File: config.mk
export PLATFORM = sky130hd
export DESIGN_NAME = rv_mem_stage
export DESIGN_NICKNAME = d
export VERILOG_FILES = /design/src/rv_mem_pkg.sv /design/src/rv_load_fmt.sv /design/src/rv_mem_access.sv /design/src/rv_mem_stage.sv /design/src/rv_mem_wb_reg.sv /design/src/rv_store_fmt.sv
export VERILOG_INCLUDE_DIRS = /design/src
export SDC_FILE = /design/constraint.sdc
export NUM_CORES = 1
export LEC_CHECK = 0
export ABC_AREA = 0
export BUFFER_PORTS_ARGS = -buffer_cell sky130_fd_sc_hd__buf_2
export CAP_MARGIN = 5
export CORE_AREA = 5 5 164 166
export DETAILED_ROUTE_END_ITERATION = 12
export DIE_AREA = 0 0 169 171
export GPL_TIMING_DRIVEN = 0
export PLACE_DENSITY_LB_ADDON = 0.25
export RECOVER_POWER = 100
export SLEW_MARGIN = 10
export SYNTH_ARGS = -nofsm -noshare
export SYNTH_HDL_FRONTEND = slang
export SYNTH_HIERARCHICAL = 1
export SYNTH_SLANG_ARGS = --single-unit
File: constraint.sdc
create_clock -name clk -period 2.35 [get_ports clk]
set_input_delay 0.1175 -clock clk [delete_from_list [all_inputs] [get_ports clk]]
set_output_delay 0.1175 -clock clk [all_outputs]
set_load 0.05 [all_outputs]
File: src/rv_mem_stage_settings.svh
`ifndef RV_MEM_STAGE_SETTINGS_SVH
`define RV_MEM_STAGE_SETTINGS_SVH

// ==========================================================================
// Memory stage widths
// ==========================================================================

// Data and address word width
`define RV_XLEN 32

// Destination register index width
`define RV_REG_ADDR_W 5

// One strobe bit per byte lane of a word
`define RV_STRB_W 4

// Trap code carried down the pipeline
`define RV_TRAP_CODE_W 2

// All widths above are tied to RV32I encodings
// and change only together with the instruction set

`endif

File: src/rv_mem_pkg.sv
`include "rv_mem_stage_settings.svh"

package rv_mem_pkg;

  // ========================================================================
  // Basic words
  // ========================================================================

  typedef logic [`RV_XLEN-1:0] word_t;
  typedef logic [`RV_STRB_W-1:0] strb_t;
  typedef logic [`RV_REG_ADDR_W-1:0] reg_addr_t;

  // Load/store size and sign, straight from funct3
  typedef enum logic [2:0] {
    LS_B  = 3'd0,
    LS_H  = 3'd1,
    LS_W  = 3'd2,
    LS_BU = 3'd4,
    LS_HU = 3'd5
  } ldst_funct3_e;

  // Source of the forwarded stage result
  typedef enum logic [2:0] {
    RES_ALU = 3'd0,
    RES_M   = 3'd2,
    RES_PC4 = 3'd3,
    RES_TGT = 3'd4
  } res_src_e;

  // Trap causes seen by the write-back stage
  typedef enum logic [`RV_TRAP_CODE_W-1:0] {
    TRAP_NONE          = 2'd0,
    TRAP_ILLEGAL       = 2'd1,
    TRAP_LDST_MISALIGN = 2'd2,
    TRAP_ECALL         = 2'd3
  } trap_code_e;

  // ========================================================================
  // Memory word, seen as byte lanes or as halfword lanes
  // ========================================================================

  typedef union packed {
    logic [`RV_STRB_W-1:0][7:0]      lane;
    logic [`RV_XLEN/16-1:0][15:0]    half;
  } mem_word_u;

endpackage

File: src/rv_load_fmt.sv
`timescale 1ns/1ps

module rv_load_fmt
  import rv_mem_pkg::*;
(
  input  word_t        rdata_i,
  input  logic [1:0]   addr_lo_i,
  input  ldst_funct3_e funct3_i,
  output word_t        data_o
);

  // Read word with lane views
  mem_word_u   rword;
  // Addressed byte and halfword
  logic [7:0]  sel_byte;
  logic [15:0] sel_half;

  // ========================================================================
  // Lane selection
  // ========================================================================

  assign rword = rdata_i;

  // Byte lane straight from the low address bits
  assign sel_byte = rword.lane[addr_lo_i];

  // Halfword lane from address bit 1
  // Bit 0 is zero for any access that gets this far
  assign sel_half = rword.half[addr_lo_i[1]];

  // ========================================================================
  // Sign and zero extension
  // ========================================================================

  always_comb begin
    case (funct3_i)
      LS_B: begin
        data_o = word_t'($signed(sel_byte));
      end
      LS_H: begin
        data_o = word_t'($signed(sel_half));
      end
      LS_BU: begin
        data_o = word_t'(sel_byte);
      end
      LS_HU: begin
        data_o = word_t'(sel_half);
      end
      default: begin
        // Word load, whole word returned
        data_o = rdata_i;
      end
    endcase
  end

endmodule

File: src/rv_mem_access.sv
`timescale 1ns/1ps

module rv_mem_access
  import rv_mem_pkg::*;
(
  input  logic         accept_i,
  input  logic         mem_read_i,
  input  logic         mem_write_i,
  input  logic         reg_write_i,
  input  ldst_funct3_e funct3_i,
  input  word_t        alu_result_i,
  input  logic         trap_i,
  input  trap_code_e   trap_code_i,
  output logic         dmem_ren_o,
  output logic         dmem_we_o,
  output word_t        dmem_addr_o,
  input  strb_t        store_strb_i,
  output strb_t        dmem_wstrb_o,
  output logic         reg_write_o,
  output logic         trap_o,
  output trap_code_e   trap_code_o
);

  // Instruction touches data memory
  logic is_mem;
  // Per-size alignment faults
  logic half_misalign;
  logic word_misalign;
  logic misalign;

  // ========================================================================
  // Misalignment check
  // ========================================================================

  assign is_mem        = mem_read_i || mem_write_i;
  assign half_misalign = alu_result_i[0];
  assign word_misalign = |alu_result_i[1:0];

  always_comb begin
    misalign = 1'b0;
    if (is_mem) begin
      case (funct3_i[1:0])
        2'b01:   misalign = half_misalign;
        2'b10:   misalign = word_misalign;
        // Byte accesses are always aligned
        default: misalign = 1'b0;
      endcase
    end
  end

  // ========================================================================
  // Trap merge
  // ========================================================================

  assign trap_o      = trap_i || misalign;
  // Misalignment wins over an incoming cause
  assign trap_code_o = misalign ? TRAP_LDST_MISALIGN : trap_code_i;

  // Trapped instructions never write the register file
  assign reg_write_o = reg_write_i && !trap_o;

  // ========================================================================
  // Data memory request
  // ========================================================================

  // One pulse in the accept cycle only
  assign dmem_ren_o = accept_i && mem_read_i && !trap_o;
  assign dmem_we_o  = accept_i && mem_write_i && !trap_o;

  // Word address, byte offset handled by the lane logic
  assign dmem_addr_o = {alu_result_i[$bits(word_t)-1:2], 2'b00};

  // Strobes only with a real write
  assign dmem_wstrb_o = dmem_we_o ? store_strb_i : '0;

endmodule

File: src/rv_mem_stage.sv
`timescale 1ns/1ps

module rv_mem_stage
  import rv_mem_pkg::*;
(
  input  logic         clk,
  input  logic         rst_n,
  // Execute stage handshake
  input  logic         s_valid_i,
  output logic         s_ready_o,
  // Execute stage fields
  input  logic         reg_write_i,
  input  logic         mem_read_i,
  input  logic         mem_write_i,
  input  res_src_e     res_src_i,
  input  reg_addr_t    rd_i,
  input  ldst_funct3_e funct3_i,
  input  word_t        alu_result_i,
  input  word_t        rs2_data_i,
  input  word_t        pc_plus4_i,
  input  word_t        jb_target_i,
  input  word_t        m_result_i,
  input  logic         trap_i,
  input  trap_code_e   trap_code_i,
  // Data memory, combinational read
  output logic         dmem_ren_o,
  output logic         dmem_we_o,
  output word_t        dmem_addr_o,
  output word_t        dmem_wdata_o,
  output strb_t        dmem_wstrb_o,
  input  word_t        dmem_rdata_i,
  // Write-back handshake
  output logic         m_valid_o,
  input  logic         m_ready_i,
  // Write-back fields
  output logic         reg_write_wb_o,
  output logic         trap_wb_o,
  output trap_code_e   trap_code_wb_o,
  output reg_addr_t    rd_wb_o,
  output res_src_e     res_src_wb_o,
  output word_t        result_wb_o,
  output word_t        ld_data_wb_o,
  // Forwarding to earlier stages
  output word_t        result_mem_o,
  output word_t        load_data_mem_o
);

  logic       accept;
  strb_t      st_strb;
  logic       reg_write_mem;
  logic       trap_mem;
  trap_code_e trap_code_mem;

  // Instruction taken from execute this cycle
  assign accept = s_valid_i && s_ready_o;

  // ========================================================================
  // Store and load formatting
  // ========================================================================

  rv_store_fmt i_store_fmt (
    .store_data_i (rs2_data_i),
    .addr_lo_i    (alu_result_i[1:0]),
    .funct3_i     (funct3_i),
    .wdata_o      (dmem_wdata_o),
    .wstrb_o      (st_strb)
  );

  rv_load_fmt i_load_fmt (
    .rdata_i   (dmem_rdata_i),
    .addr_lo_i (alu_result_i[1:0]),
    .funct3_i  (funct3_i),
    .data_o    (load_data_mem_o)
  );

  // ========================================================================
  // Alignment, traps and memory request
  // ========================================================================

  rv_mem_access i_mem_access (
    .accept_i     (accept),
    .mem_read_i   (mem_read_i),
    .mem_write_i  (mem_write_i),
    .reg_write_i  (reg_write_i),
    .funct3_i     (funct3_i),
    .alu_result_i (alu_result_i),
    .trap_i       (trap_i),
    .trap_code_i  (trap_code_i),
    .dmem_ren_o   (dmem_ren_o),
    .dmem_we_o    (dmem_we_o),
    .dmem_addr_o  (dmem_addr_o),
    .store_strb_i (st_strb),
    .dmem_wstrb_o (dmem_wstrb_o),
    .reg_write_o  (reg_write_mem),
    .trap_o       (trap_mem),
    .trap_code_o  (trap_code_mem)
  );

  // ========================================================================
  // Forwarded result select
  // ========================================================================

  always_comb begin
    case (res_src_i)
      RES_M:   result_mem_o = m_result_i;
      RES_PC4: result_mem_o = pc_plus4_i;
      RES_TGT: result_mem_o = jb_target_i;
      // ALU result for everything else
      default: result_mem_o = alu_result_i;
    endcase
  end

  // ========================================================================
  // MEM/WB register
  // ========================================================================

  rv_mem_wb_reg i_mem_wb_reg (
    .clk         (clk),
    .rst_n       (rst_n),
    .s_valid_i   (s_valid_i),
    .s_ready_o   (s_ready_o),
    .m_valid_o   (m_valid_o),
    .m_ready_i   (m_ready_i),
    .reg_write_i (reg_write_mem),
    .trap_i      (trap_mem),
    .trap_code_i (trap_code_mem),
    .rd_i        (rd_i),
    .res_src_i   (res_src_i),
    .result_i    (result_mem_o),
    .ld_data_i   (load_data_mem_o),
    .reg_write_o (reg_write_wb_o),
    .trap_o      (trap_wb_o),
    .trap_code_o (trap_code_wb_o),
    .rd_o        (rd_wb_o),
    .res_src_o   (res_src_wb_o),
    .result_o    (result_wb_o),
    .ld_data_o   (ld_data_wb_o)
  );

endmodule

File: src/rv_mem_wb_reg.sv
`timescale 1ns/1ps

module rv_mem_wb_reg
  import rv_mem_pkg::*;
(
  input  logic       clk,
  input  logic       rst_n,
  input  logic       s_valid_i,
  output logic       s_ready_o,
  output logic       m_valid_o,
  input  logic       m_ready_i,
  input  logic       reg_write_i,
  input  logic       trap_i,
  input  trap_code_e trap_code_i,
  input  reg_addr_t  rd_i,
  input  res_src_e   res_src_i,
  input  word_t      result_i,
  input  word_t      ld_data_i,
  output logic       reg_write_o,
  output logic       trap_o,
  output trap_code_e trap_code_o,
  output reg_addr_t  rd_o,
  output res_src_e   res_src_o,
  output word_t      result_o,
  output word_t      ld_data_o
);

  // Register empty or being drained this cycle
  logic advance;

  // ========================================================================
  // Handshake
  // ========================================================================

  assign advance   = !m_valid_o || m_ready_i;
  assign s_ready_o = advance;

  // ========================================================================
  // Control bits, cleared on a bubble
  // ========================================================================

  always_ff @(posedge clk) begin
    if (!rst_n) begin
      m_valid_o   <= 1'b0;
      reg_write_o <= 1'b0;
      trap_o      <= 1'b0;
    end else if (advance) begin
      m_valid_o   <= s_valid_i;
      // Downstream may act on these without checking valid
      reg_write_o <= s_valid_i && reg_write_i;
      trap_o      <= s_valid_i && trap_i;
    end
  end

  // ========================================================================
  // Payload, loaded on every advance
  // ========================================================================

  always_ff @(posedge clk) begin
    if (advance) begin
      trap_code_o <= trap_code_i;
      rd_o        <= rd_i;
      res_src_o   <= res_src_i;
      result_o    <= result_i;
      // Formatted load value from the combinational read
      ld_data_o   <= ld_data_i;
    end
  end

  // Meaningful only while m_valid_o is high

endmodule

File: src/rv_store_fmt.sv
`timescale 1ns/1ps

module rv_store_fmt
  import rv_mem_pkg::*;
(
  input  word_t        store_data_i,
  input  logic [1:0]   addr_lo_i,
  input  ldst_funct3_e funct3_i,
  output word_t        wdata_o,
  output strb_t        wstrb_o
);

  // Outgoing word built lane by lane
  mem_word_u wword;
  // Strobe for the access size before the lane shift
  strb_t     size_strb;

  // ========================================================================
  // Data replication across byte lanes
  // ========================================================================

  always_comb begin
    wword = store_data_i;
    case (funct3_i[1:0])
      2'b00: begin
        // Byte goes to every lane, strobe picks the one written
        wword.lane[0] = store_data_i[7:0];
        wword.lane[1] = store_data_i[7:0];
        wword.lane[2] = store_data_i[7:0];
        wword.lane[3] = store_data_i[7:0];
        size_strb     = 4'b0001;
      end
      2'b01: begin
        // Halfword in both the low and the high pair of lanes
        wword.lane[0] = store_data_i[7:0];
        wword.lane[1] = store_data_i[15:8];
        wword.lane[2] = store_data_i[7:0];
        wword.lane[3] = store_data_i[15:8];
        size_strb     = 4'b0011;
      end
      default: begin
        // Full word as is
        size_strb = 4'b1111;
      end
    endcase
  end

  assign wdata_o = wword;

  // Lane mask moved up to the addressed byte
  assign wstrb_o = size_strb << addr_lo_i;

endmodule
; ---- Word-level counts from Yosys, hierarchy flattened
; Cells that the tools add are included.
[op_classes]
shift = 1
eq_ne = 8
magnitude_cmp = 2
n_mux = 11
n_reduce_logical = 16
[ops]
columns = operator, count
row1 = 32-bit case mux with 4 select lines, 1
row2 = 32-bit case mux with 3 select lines, 1
row3 = 32-bit case mux with 2 select lines, 1
row4 = 16-bit two-way mux, 2
row5 = 8-bit binary-select mux with 2-bit select, 1
row6 = "3-bit == test, second input constant", 3
row7 = 1-bit logical AND, 8
row8 = 8-bit two-way mux, 1
row9 = 4-bit case mux with 2 select lines, 1
row10 = "3-bit by 2-bit == test with 1-bit output, second input constant", 2
row11 = 4-bit two-way mux, 1
row12 = 4-bit by 2-bit << shifter with 4-bit output, 1
row13 = "3-bit by 1-bit == test with 1-bit output, second input constant", 1
row14 = 3-bit logical NOT, 1
row15 = 1-bit logical OR, 3
row16 = "2-bit by 3-bit < comparator with 1-bit output, second input constant", 1
row17 = "2-bit by 1-bit == test with 1-bit output, second input constant", 1
row18 = "2-bit == test, second input constant", 1
row19 = 1-bit logical NOT, 2
row20 = 2-bit logical NOT, 1
row21 = "1-bit by 2-bit < comparator with 1-bit output, second input constant", 1
row22 = 1-bit case mux with 2 select lines, 1
row23 = 2-bit OR reduction, 1
row24 = 1-bit two-way mux, 1
[word_totals]
input_bits = 213
register_bits = 77
wordCells = 46

; ---- Logic depth before layout (Yosys ltp)
; Gate-level depths: netlist of run 1.
[logic_depth]
word_depth = 7
mapped_depth = 7
ltp_nobuf = 7

; ---- Modules after synthesis
; Netlist of run 1, hierarchy kept.
[modules_own_cells]
columns = mod, instances, seq_area_each_um2, area_per_inst_um2, cells_per_inst
row1 = rv_mem_wb_reg, 1, 2282.2, 2339.7, 86
row2 = rv_mem_stage, 1, 0.0, 1031.0, 121
row3 = rv_load_fmt, 1, 0.0, 799.5, 118
row4 = rv_store_fmt, 1, 0.0, 488.0, 60
row5 = rv_mem_access, 1, 0.0, 401.6, 56

; ---- Worst setup path after synthesis of run 1
; Ideal clock, no wire load.
[synth_timing]
path_type = reg2out
startpoint = register i_mem_wb_reg.m_valid_o
endpoint = output port dmem_wstrb_o[0]
stages_incl_launch_ff = 6
t_required_ns = 2.233
slack_ns = -1.441
n_path_buf = 0
arrival_time_ns = 3.674
cell_sequence = dfxtp_1 > nor2b_4 > inv_2 > and2_1 > nand2_1 > nor4b_1
[synth_between]
elab_chain_cells = 6
[synth_rtl]
columns = element, line_no
row1 = start: declaration, rv_mem_wb_reg.sv:10  ; output logic m_valid_o,
row2 = start signal: assignment, rv_mem_wb_reg.sv:48  ; m_valid_o <= s_valid_i;
row3 = 1-bit logical NOT, rv_mem_wb_reg.sv:35  ; assign advance = !m_valid_o || m_ready_i;
row4 = 1-bit logical OR, rv_mem_wb_reg.sv:35
row5 = named net s_ready_o, rv_mem_stage.sv:10  ; output logic s_ready_o,
row6 = 1-bit logical AND, rv_mem_stage.sv:55  ; assign accept = s_valid_i && s_ready_o;
row7 = named net accept, rv_mem_stage.sv:48  ; logic accept;
row8 = 1-bit logical AND (2 in series), rv_mem_access.sv:68  ; assign dmem_we_o = accept_i && mem_write_i && !trap_o;
row9 = 4-bit two-way mux, rv_mem_access.sv:74  ; assign dmem_wstrb_o = dmem_we_o ? store_strb_i : '0;
row10 = end: declaration, rv_mem_stage.sv:30  ; output strb_t dmem_wstrb_o,
; The timed path passes the listed nets, and every way through them passes these cells.

; ---- Final worst setup path of run 1
[layout_timing]
startpoint = input port res_src_i[0]
endpoint = output port result_mem_o[31]
[layout_between]
elab_chain_cells = 2
elab_cells_between_ends = 4
cone_classes = eq/ne: 3 / mux: 1
[layout_rtl]
columns = element, line_no
row1 = start: declaration, rv_mem_stage.sv:15  ; input res_src_e res_src_i,
row2 = 3-bit == test or 3-bit by 2-bit == test with 1-bit output (tied branches), rv_mem_stage.sv:104  ; case (res_src_i)
row3 = 32-bit case mux with 3 select lines *, rv_mem_stage.sv:104
row4 = end: declaration, rv_mem_stage.sv:44  ; output word_t result_mem_o,
; Mark *: on every way between the ends. The rest lies on a longest branch, timed or not.

==> impl_metrics.json, run 1 <==
{
  "async_flop_share": 0,
  "worstPathRequired_ns": 2.23,
  "finalSetupTns_ns": 0,
  "rsz0062_at_grt": "false",
  "synth_cells": 441,
  "die_area_um2": 28900,
  "yosys_register_bits": 77,
  "place_inst": 1198,
  "worstSetupPathType": "primary input to output port",
  "areaGrowthSynthToFinish_pct": 55.6,
  "fin_crit_sh": 0.963,
  "end_kind": "output port",
  "clock-sinks": 77,
  "dp_hpwl_um": 18900,
  "insertion_delay_ns": 0.34,
  "setup-violations-final": 0,
  "max_stage_delay_ns": 0.53,
  "max_slew.worst_pin.slew_ns": 0.679,
  "grt_overflow_total": 0,
  "slew_violations": 0,
  "io_buffers": 421,
  "path_cells": "dlygate4sd3_1 > clkbuf_1 > buf_4 > nor3b_4 > buf_2 > or3_1 > o221a_1 > clkbuf_2",
  "fp-row-count": 59,
  "yosysUniqueCellTypes": 50,
  "leakage_nw": 3.45,
  "cts_buffers": 9,
  "htreeDepth": 3,
  "status": "complete, no violations",
  "syn_avg_cell_area_um2": 11.5,
  "layout.nets": 1096,
  "synth_seq_area_share": 0.451,
  "firstDrtPassIters": 5,
  "fillCellCount": 2784,
  "drtIter0Drc": 203,
  "powerDensity_nw_per_um2": 703,
  "min_path_type": "primary input to register",
  "r2r_cells": 2,
  "relSlewSlack": 0.547,
  "drc": 0,
  "avgViaCountPerCell": 4.35,
  "placedInstanceArea_um2": 7670,
  "grtUsageTotal": 0.149,
  "critPathSlowestCell": "dlygate4sd3_1",
  "setup.worst_path.start_class": "primary input",
  "worst-endpoint-arrival_ns": 2.15,
  "fp.dieW_um": 169,
  "via_count": 5317,
  "synth_area_um2": 5060,
  "start_util": 0.199,
  "synth_edf_count": 74,
  "grt_pass1_vias": 5564,
  "fp.dieH_um": 171,
  "instances_no_fill": 1222,
  "min_delay_path_depth": 2,
  "clock_path_buffers": 2,
  "yosysWarnings": 6,
  "clk_pin_slew_ns": 0.07,
  "fin_skew_ns": 0.00978,
  "min_period_ns": 2.26,
  "cp_num_cells": 8,
  "cp_top_family": "buffers and inverters",
  "design_area_um2": 7870,
  "drive_above_1_share": 0.442,
  "drt_wl_total_um": 23100,
  "hold_violations": 0,
  "fmax_mhz": 442,
  "ant_nets": 0,
  "root_buffer": "clkbuf_16",
  "hold_ws_ns": 0.0349,
  "crit_buf_inv": 5,
  "io_pins": 425,
  "antenna_found_initial": 2,
  "grt_pass1_wl_um": 33400,
  "cp_max_fo": 10,
  "wl_per_cell_um": 18.9,
  "cts_tree": "yes",
  "core_um2": 25500,
  "grt_max_degree": 79,
  "ys.flop_type": "edfxtp_1",
  "ir_worst_vdd_uv": 351,
  "gp_congestion": 0.855,
  "cap_violations": 0,
  "post-cts-setup-buffers": 0
}
==> worst paths after layout <==
check                                               from                         end  slack, ns
worst min-delay path                           s_valid_i      i_mem_wb_reg/m_valid_o       0.03
worst max register to register    i_mem_wb_reg/m_valid_o  i_mem_wb_reg/ld_data_o[10]       1.08
worst max-delay path                        res_src_i[0]            result_mem_o[31]       0.09
worst min register to register  i_mem_wb_reg/reg_write_o    i_mem_wb_reg/reg_write_o       0.47
==> worst reg2reg max path, cell delays in order, from the launching register on <==
cell	delay [ns]
dfxtp_1	0.34
nor2b_4	0.32
inv_16	0.15
==> kinds of logic after synthesis <==
| group | synth area share |
|---|---|
| fa+ha+maj | 0.00494 |
| simple gates | 0.144 |
| other cells | 0.000741 |
| compound gates | 0.204 |
| mux | 0.0858 |
| buf+inv | 0.110 |
| flops | 0.451 |
==> report_power, final <==
part           switching, W  internal (W)  total, W
Clock              0.000620      0.000942   0.00156
Combinational       0.00170      0.000562   0.00226
Sequential        0.0000347       0.00167   0.00170
Total               0.00236       0.00317   0.00553
==> metal layers <==
layer,vias up,global-route usage,share of wire
li1,2560,-,-
met1,2499,0.189,0.41
met2,238,0.258,0.50
met3,18,0.0388,0.076
met4,2,0.0301,0.0092
met5,-,0,0.00056
==> state kept, by name (all words and copies together) (netlist names) <==
name and cells:
i_mem_wb_reg/ld_data_o 32, i_mem_wb_reg/result_o 32, i_mem_wb_reg/rd_o 5, i_mem_wb_reg/res_src_o 3, i_mem_wb_reg/trap_code_o 2, i_mem_wb_reg/m_valid_o 1
i_mem_wb_reg/reg_write_o 1, i_mem_wb_reg/trap_o 1
==> final cells by class <==
type | instances | area [µm²] | area share
diodes | 1 | 2.50 | 0.000318
plain buffers | 79 | 518 | 0.0658
clock inverters | 6 | 93.8 | 0.0119
repair buffers | 428 | 2000 | 0.255
inverters | 4 | 31.3 | 0.00397
well taps | 335 | 419 | 0.0533
clock buffers | 10 | 229 | 0.0291
flip-flops and latches | 77 | 2280 | 0.290
multi-input cells | 282 | 2290 | 0.291
==> cell usage after synthesis, types with 3 or more instances <==
cell type / count / share of area
or3_1: 32 / 0.040
o22a_1: 40 / 0.069
mux2i_1: 22 / 0.044
buf_6: 8 / 0.018
o21ai_1: 8 / 0.0079
dfxtp_1: 3 / 0.012
a21oi_1: 10 / 0.0099
nor4b_1: 4 / 0.0069
a221o_1: 8 / 0.016
nand3b_1: 8 / 0.012
nand2_1: 45 / 0.033
mux2_2: 17 / 0.038
o221a_1: 30 / 0.067
clkbuf_1: 12 / 0.0089
nor2b_1: 9 / 0.011
nor3_1: 4 / 0.0040
inv_1: 3 / 0.0022
buf_2: 15 / 0.015
buf_4: 41 / 0.061
edfxtp_1: 74 / 0.44
a22o_1: 8 / 0.014
==> per-stage QoR <==
| step | total power (W) | worst slack, ns | utilization |
|---|---|---|---|
| 2_1_floorplan | 0.00339 | 0.0605 | - |
| 3_3_place_gp | 0.00405 | 0.133 | 0.301 |
| 3_5_place_dp | 0.00406 | 0.124 | 0.301 |
| 4_1_cts | 0.00567 | 0.0199 | 0.317 |
| 5_1_grt | 0.00578 | 0.00457 | 0.309 |
| 6_report | 0.00553 | 0.0858 | 0.309 |
==> timing repair <==
action                                 in CTS  in global routing
hold buffers                                7                  0
gates cloned                                0                  0
resized for setup                           3                  5
pin swaps                                   0                  0
setup endpoints to repair                   5                  8
endpoints found under the hold margin       7                  0
==> placed cells by master, fill, tap and decap left out, drive strengths merged <==
cell         synthesis  layout
a21oi               11      11
o21ai               10      10
nand2               46      46
or3                 32      32
edfxtp              74      74
mux2i               22      22
inv                  4       6
mux2                17      17
nand3b               8       8
o22a                40      40
o21a                 2       2
or2                  2       2
clkinv               0       1
nor3b                3       3
mux4                 1       1
a211oi               1       1
a221o                8       8
o221a               32      32
and2                 2       2
nand2b               3       3
dfxtp                3       3
bufinv               0       2
nor3                 5       5
a21boi               2       2
ha                   2       2
a22o                 8       8
diode                0       1
nor2b               11      11
conb                 1       2
or2b                 1       1
dlygate4sd3          0       7
buf                 67     292
nand3                2       2
nor4b                4       4
o22ai                1       1
a22oi                1       1
clkbuf              12     218
nor2                 3       3
clkinvlp             0       1
Note: power is estimated with default switching activity, not from simulation.
==> run 2: changes to the inputs <==
- RECOVER_POWER: 100 -> default
==> run 2 against run 1 <==
  * Largest cell class unchanged
  * Die area is the same
  * Core utilization grew 0.84 points
  * Global-route usage is the same
  * Clock skew shrank 0.0011 ns
  * Critical path type unchanged
  * Final area grew 2.7%
  * Highest routed layer unchanged
==> impl_metrics.json, run 2 (synthesis gave the netlist of run 1 again) <==
{
  "grtUsageTotal": 0.149,
  "r2r-start": "i_mem_wb_reg/m_valid_o",
  "fin_crit_sh": 0.962,
  "place_worst_setup_slack_ns": 0.124,
  "critPathSlowestCell": "dlygate4sd3_1",
  "cap_violations": 0,
  "fin_skew_ns": 0.00869,
  "avgViaCountPerCell": 4.39,
  "drt_wl_total_um": 23200,
  "start_util": 0.199,
  "leakage_nw": 3.88,
  "max_slew.worst_pin.slew_ns": 0.651,
  "io_buffers": 421,
  "core_um2": 25500,
  "clk_pin_slew_ns": 0.07,
  "fp-row-count": 59,
  "place_inst": 1198,
  "path_cells": "dlygate4sd3_1 > buf_2 > buf_4 > nor3b_4 > buf_2 > or3_1 > o221a_1 > buf_2",
  "drc": 0,
  "fp.dieW_um": 169,
  "min_path_type": "primary input to register",
  "firstDrtPassIters": 5,
  "die_area_um2": 28900,
  "worstPathRequired_ns": 2.23,
  "powerDensity_nw_per_um2": 691,
  "crit_buf_inv": 5,
  "ant_nets": 0,
  "via_count": 5360,
  "root_buffer": "clkbuf_16",
  "final_cell_mix": "buf_2 (432), edfxtp_1 (74), nand2_1 (44), buf_4 (41), o22a_1 (40)",
  "clock-sinks": 77,
  "drtIter0Drc": 188,
  "largestRegisters": "i_mem_wb_reg/ld_data_o: 32 flops, i_mem_wb_reg/result_o: 32 flops, i_mem_wb_reg/rd_o: 5 flops",
  "grt_pass1_wl_um": 33400,
  "antenna_found_initial": 3,
  "rsz0062_at_grt": "false",
  "worst-endpoint-arrival_ns": 2.14,
  "setup-violations-final": 0,
  "max_stage_delay_ns": 0.52,
  "clock_path_buffers": 2,
  "cts_buffers": 9,
  "path_common_cell": "buf_2",
  "dp_hpwl_um": 18900,
  "min_period_ns": 2.26,
  "io_pins": 425,
  "drive_above_1_share": 0.613,
  "grt_max_degree": 79,
  "cp_max_fo": 10,
  "cp_top_family": "buffers and inverters",
  "hold_violations": 0,
  "fp.dieH_um": 171,
  "insertion_delay_ns": 0.34,
  "instances_no_fill": 1222,
  "relSlewSlack": 0.566,
  "setup_ws_ns": 0.0893,
  "areaGrowthSynthToFinish_pct": 59.8,
  "finalSetupTns_ns": 0,
  "layout.nets": 1096,
  "setup.worst_path.start_class": "primary input",
  "worstSetupPathType": "primary input to output port",
  "fmax_mhz": 442,
  "layout_commonest_cell": "buf_2",
  "grt_overflow_total": 0,
  "cts_tree": "yes",
  "gp_congestion": 0.855,
  "end_kind": "output port",
  "worstSetupStartpoint": "res_src_i[0]",
  "status": "complete, no violations",
  "htreeDepth": 3,
  "hold_path_startpoint": "trap_code_i[1]",
  "grt_pass1_vias": 5564,
  "slew_violations": 0,
  "post-cts-setup-buffers": 0,
  "ir_worst_vdd_uv": 350,
  "wl_per_cell_um": 19.0
}
==> run 2: routing by layer <==
metal / GRT usage / wire length [µm] / up-vias / share of wire
met5: 0 / 13 / - / 0.00056
met4: 0.0301 / 202 / 2 / 0.0087
met3: 0.0388 / 1720 / 16 / 0.074
met2: 0.258 / 11700 / 249 / 0.51
met1: 0.189 / 9490 / 2528 / 0.41
li1: - / - / 2565 / -
==> run 2: final timing paths <==
check	to	slack, ns	depth (start not counted)
min reg2reg	i_mem_wb_reg/reg_write_o	0.45	2
max	result_mem_o[26]	0.09	8
min	i_mem_wb_reg/trap_code_o[1]	0.04	2
max reg2reg	i_mem_wb_reg/ld_data_o[10]	1.09	2
==> run 2: per-stage QoR <==
stage,cell area [µm²],util,hold slack (ns),power (W)
floorplan,5140,-,0.216,0.00339
global placement,7670,0.301,0.295,0.00405
detailed placement,7670,0.301,0.298,0.00406
CTS,8070,0.317,0.0177,0.00567
global route,8080,0.317,0.0323,0.00583
finish,8080,0.317,0.0375,0.00559
==> run 2: layout make-up <==
type | instances | area (µm²)
Antenna cell | 1 | 2.50
Inverter | 4 | 31.3
Timing Repair Buffer | 428 | 2190
Clock inverter | 6 | 93.8
Multi-Input combinational cell | 282 | 2300
Clock buffer | 10 | 229
Fill cell | 2719 | 17400
Tap cell | 335 | 419
Sequential cell | 77 | 2280
Buffer | 79 | 541
==> run 2: what timing repair did <==
action,CTS,global route
hold buffers,7,0
setup endpoints to repair,5,8
endpoints found under the hold margin,7,0
resized for setup,3,5
==> run 2: report_power, final <==
group	internal, W	switching, W
sequential	0.00167	0.0000302
clock	0.000941	0.000616
combinational	0.000630	0.00170
total	0.00324	0.00235
==> run 2: worst reg2reg max path: cells and delay by family (launching register included) <==
kind,cells,cell delay [ns]
buffers and inverters,1,0.15
and+or+nand+nor,1,0.31
DFF,1,0.33
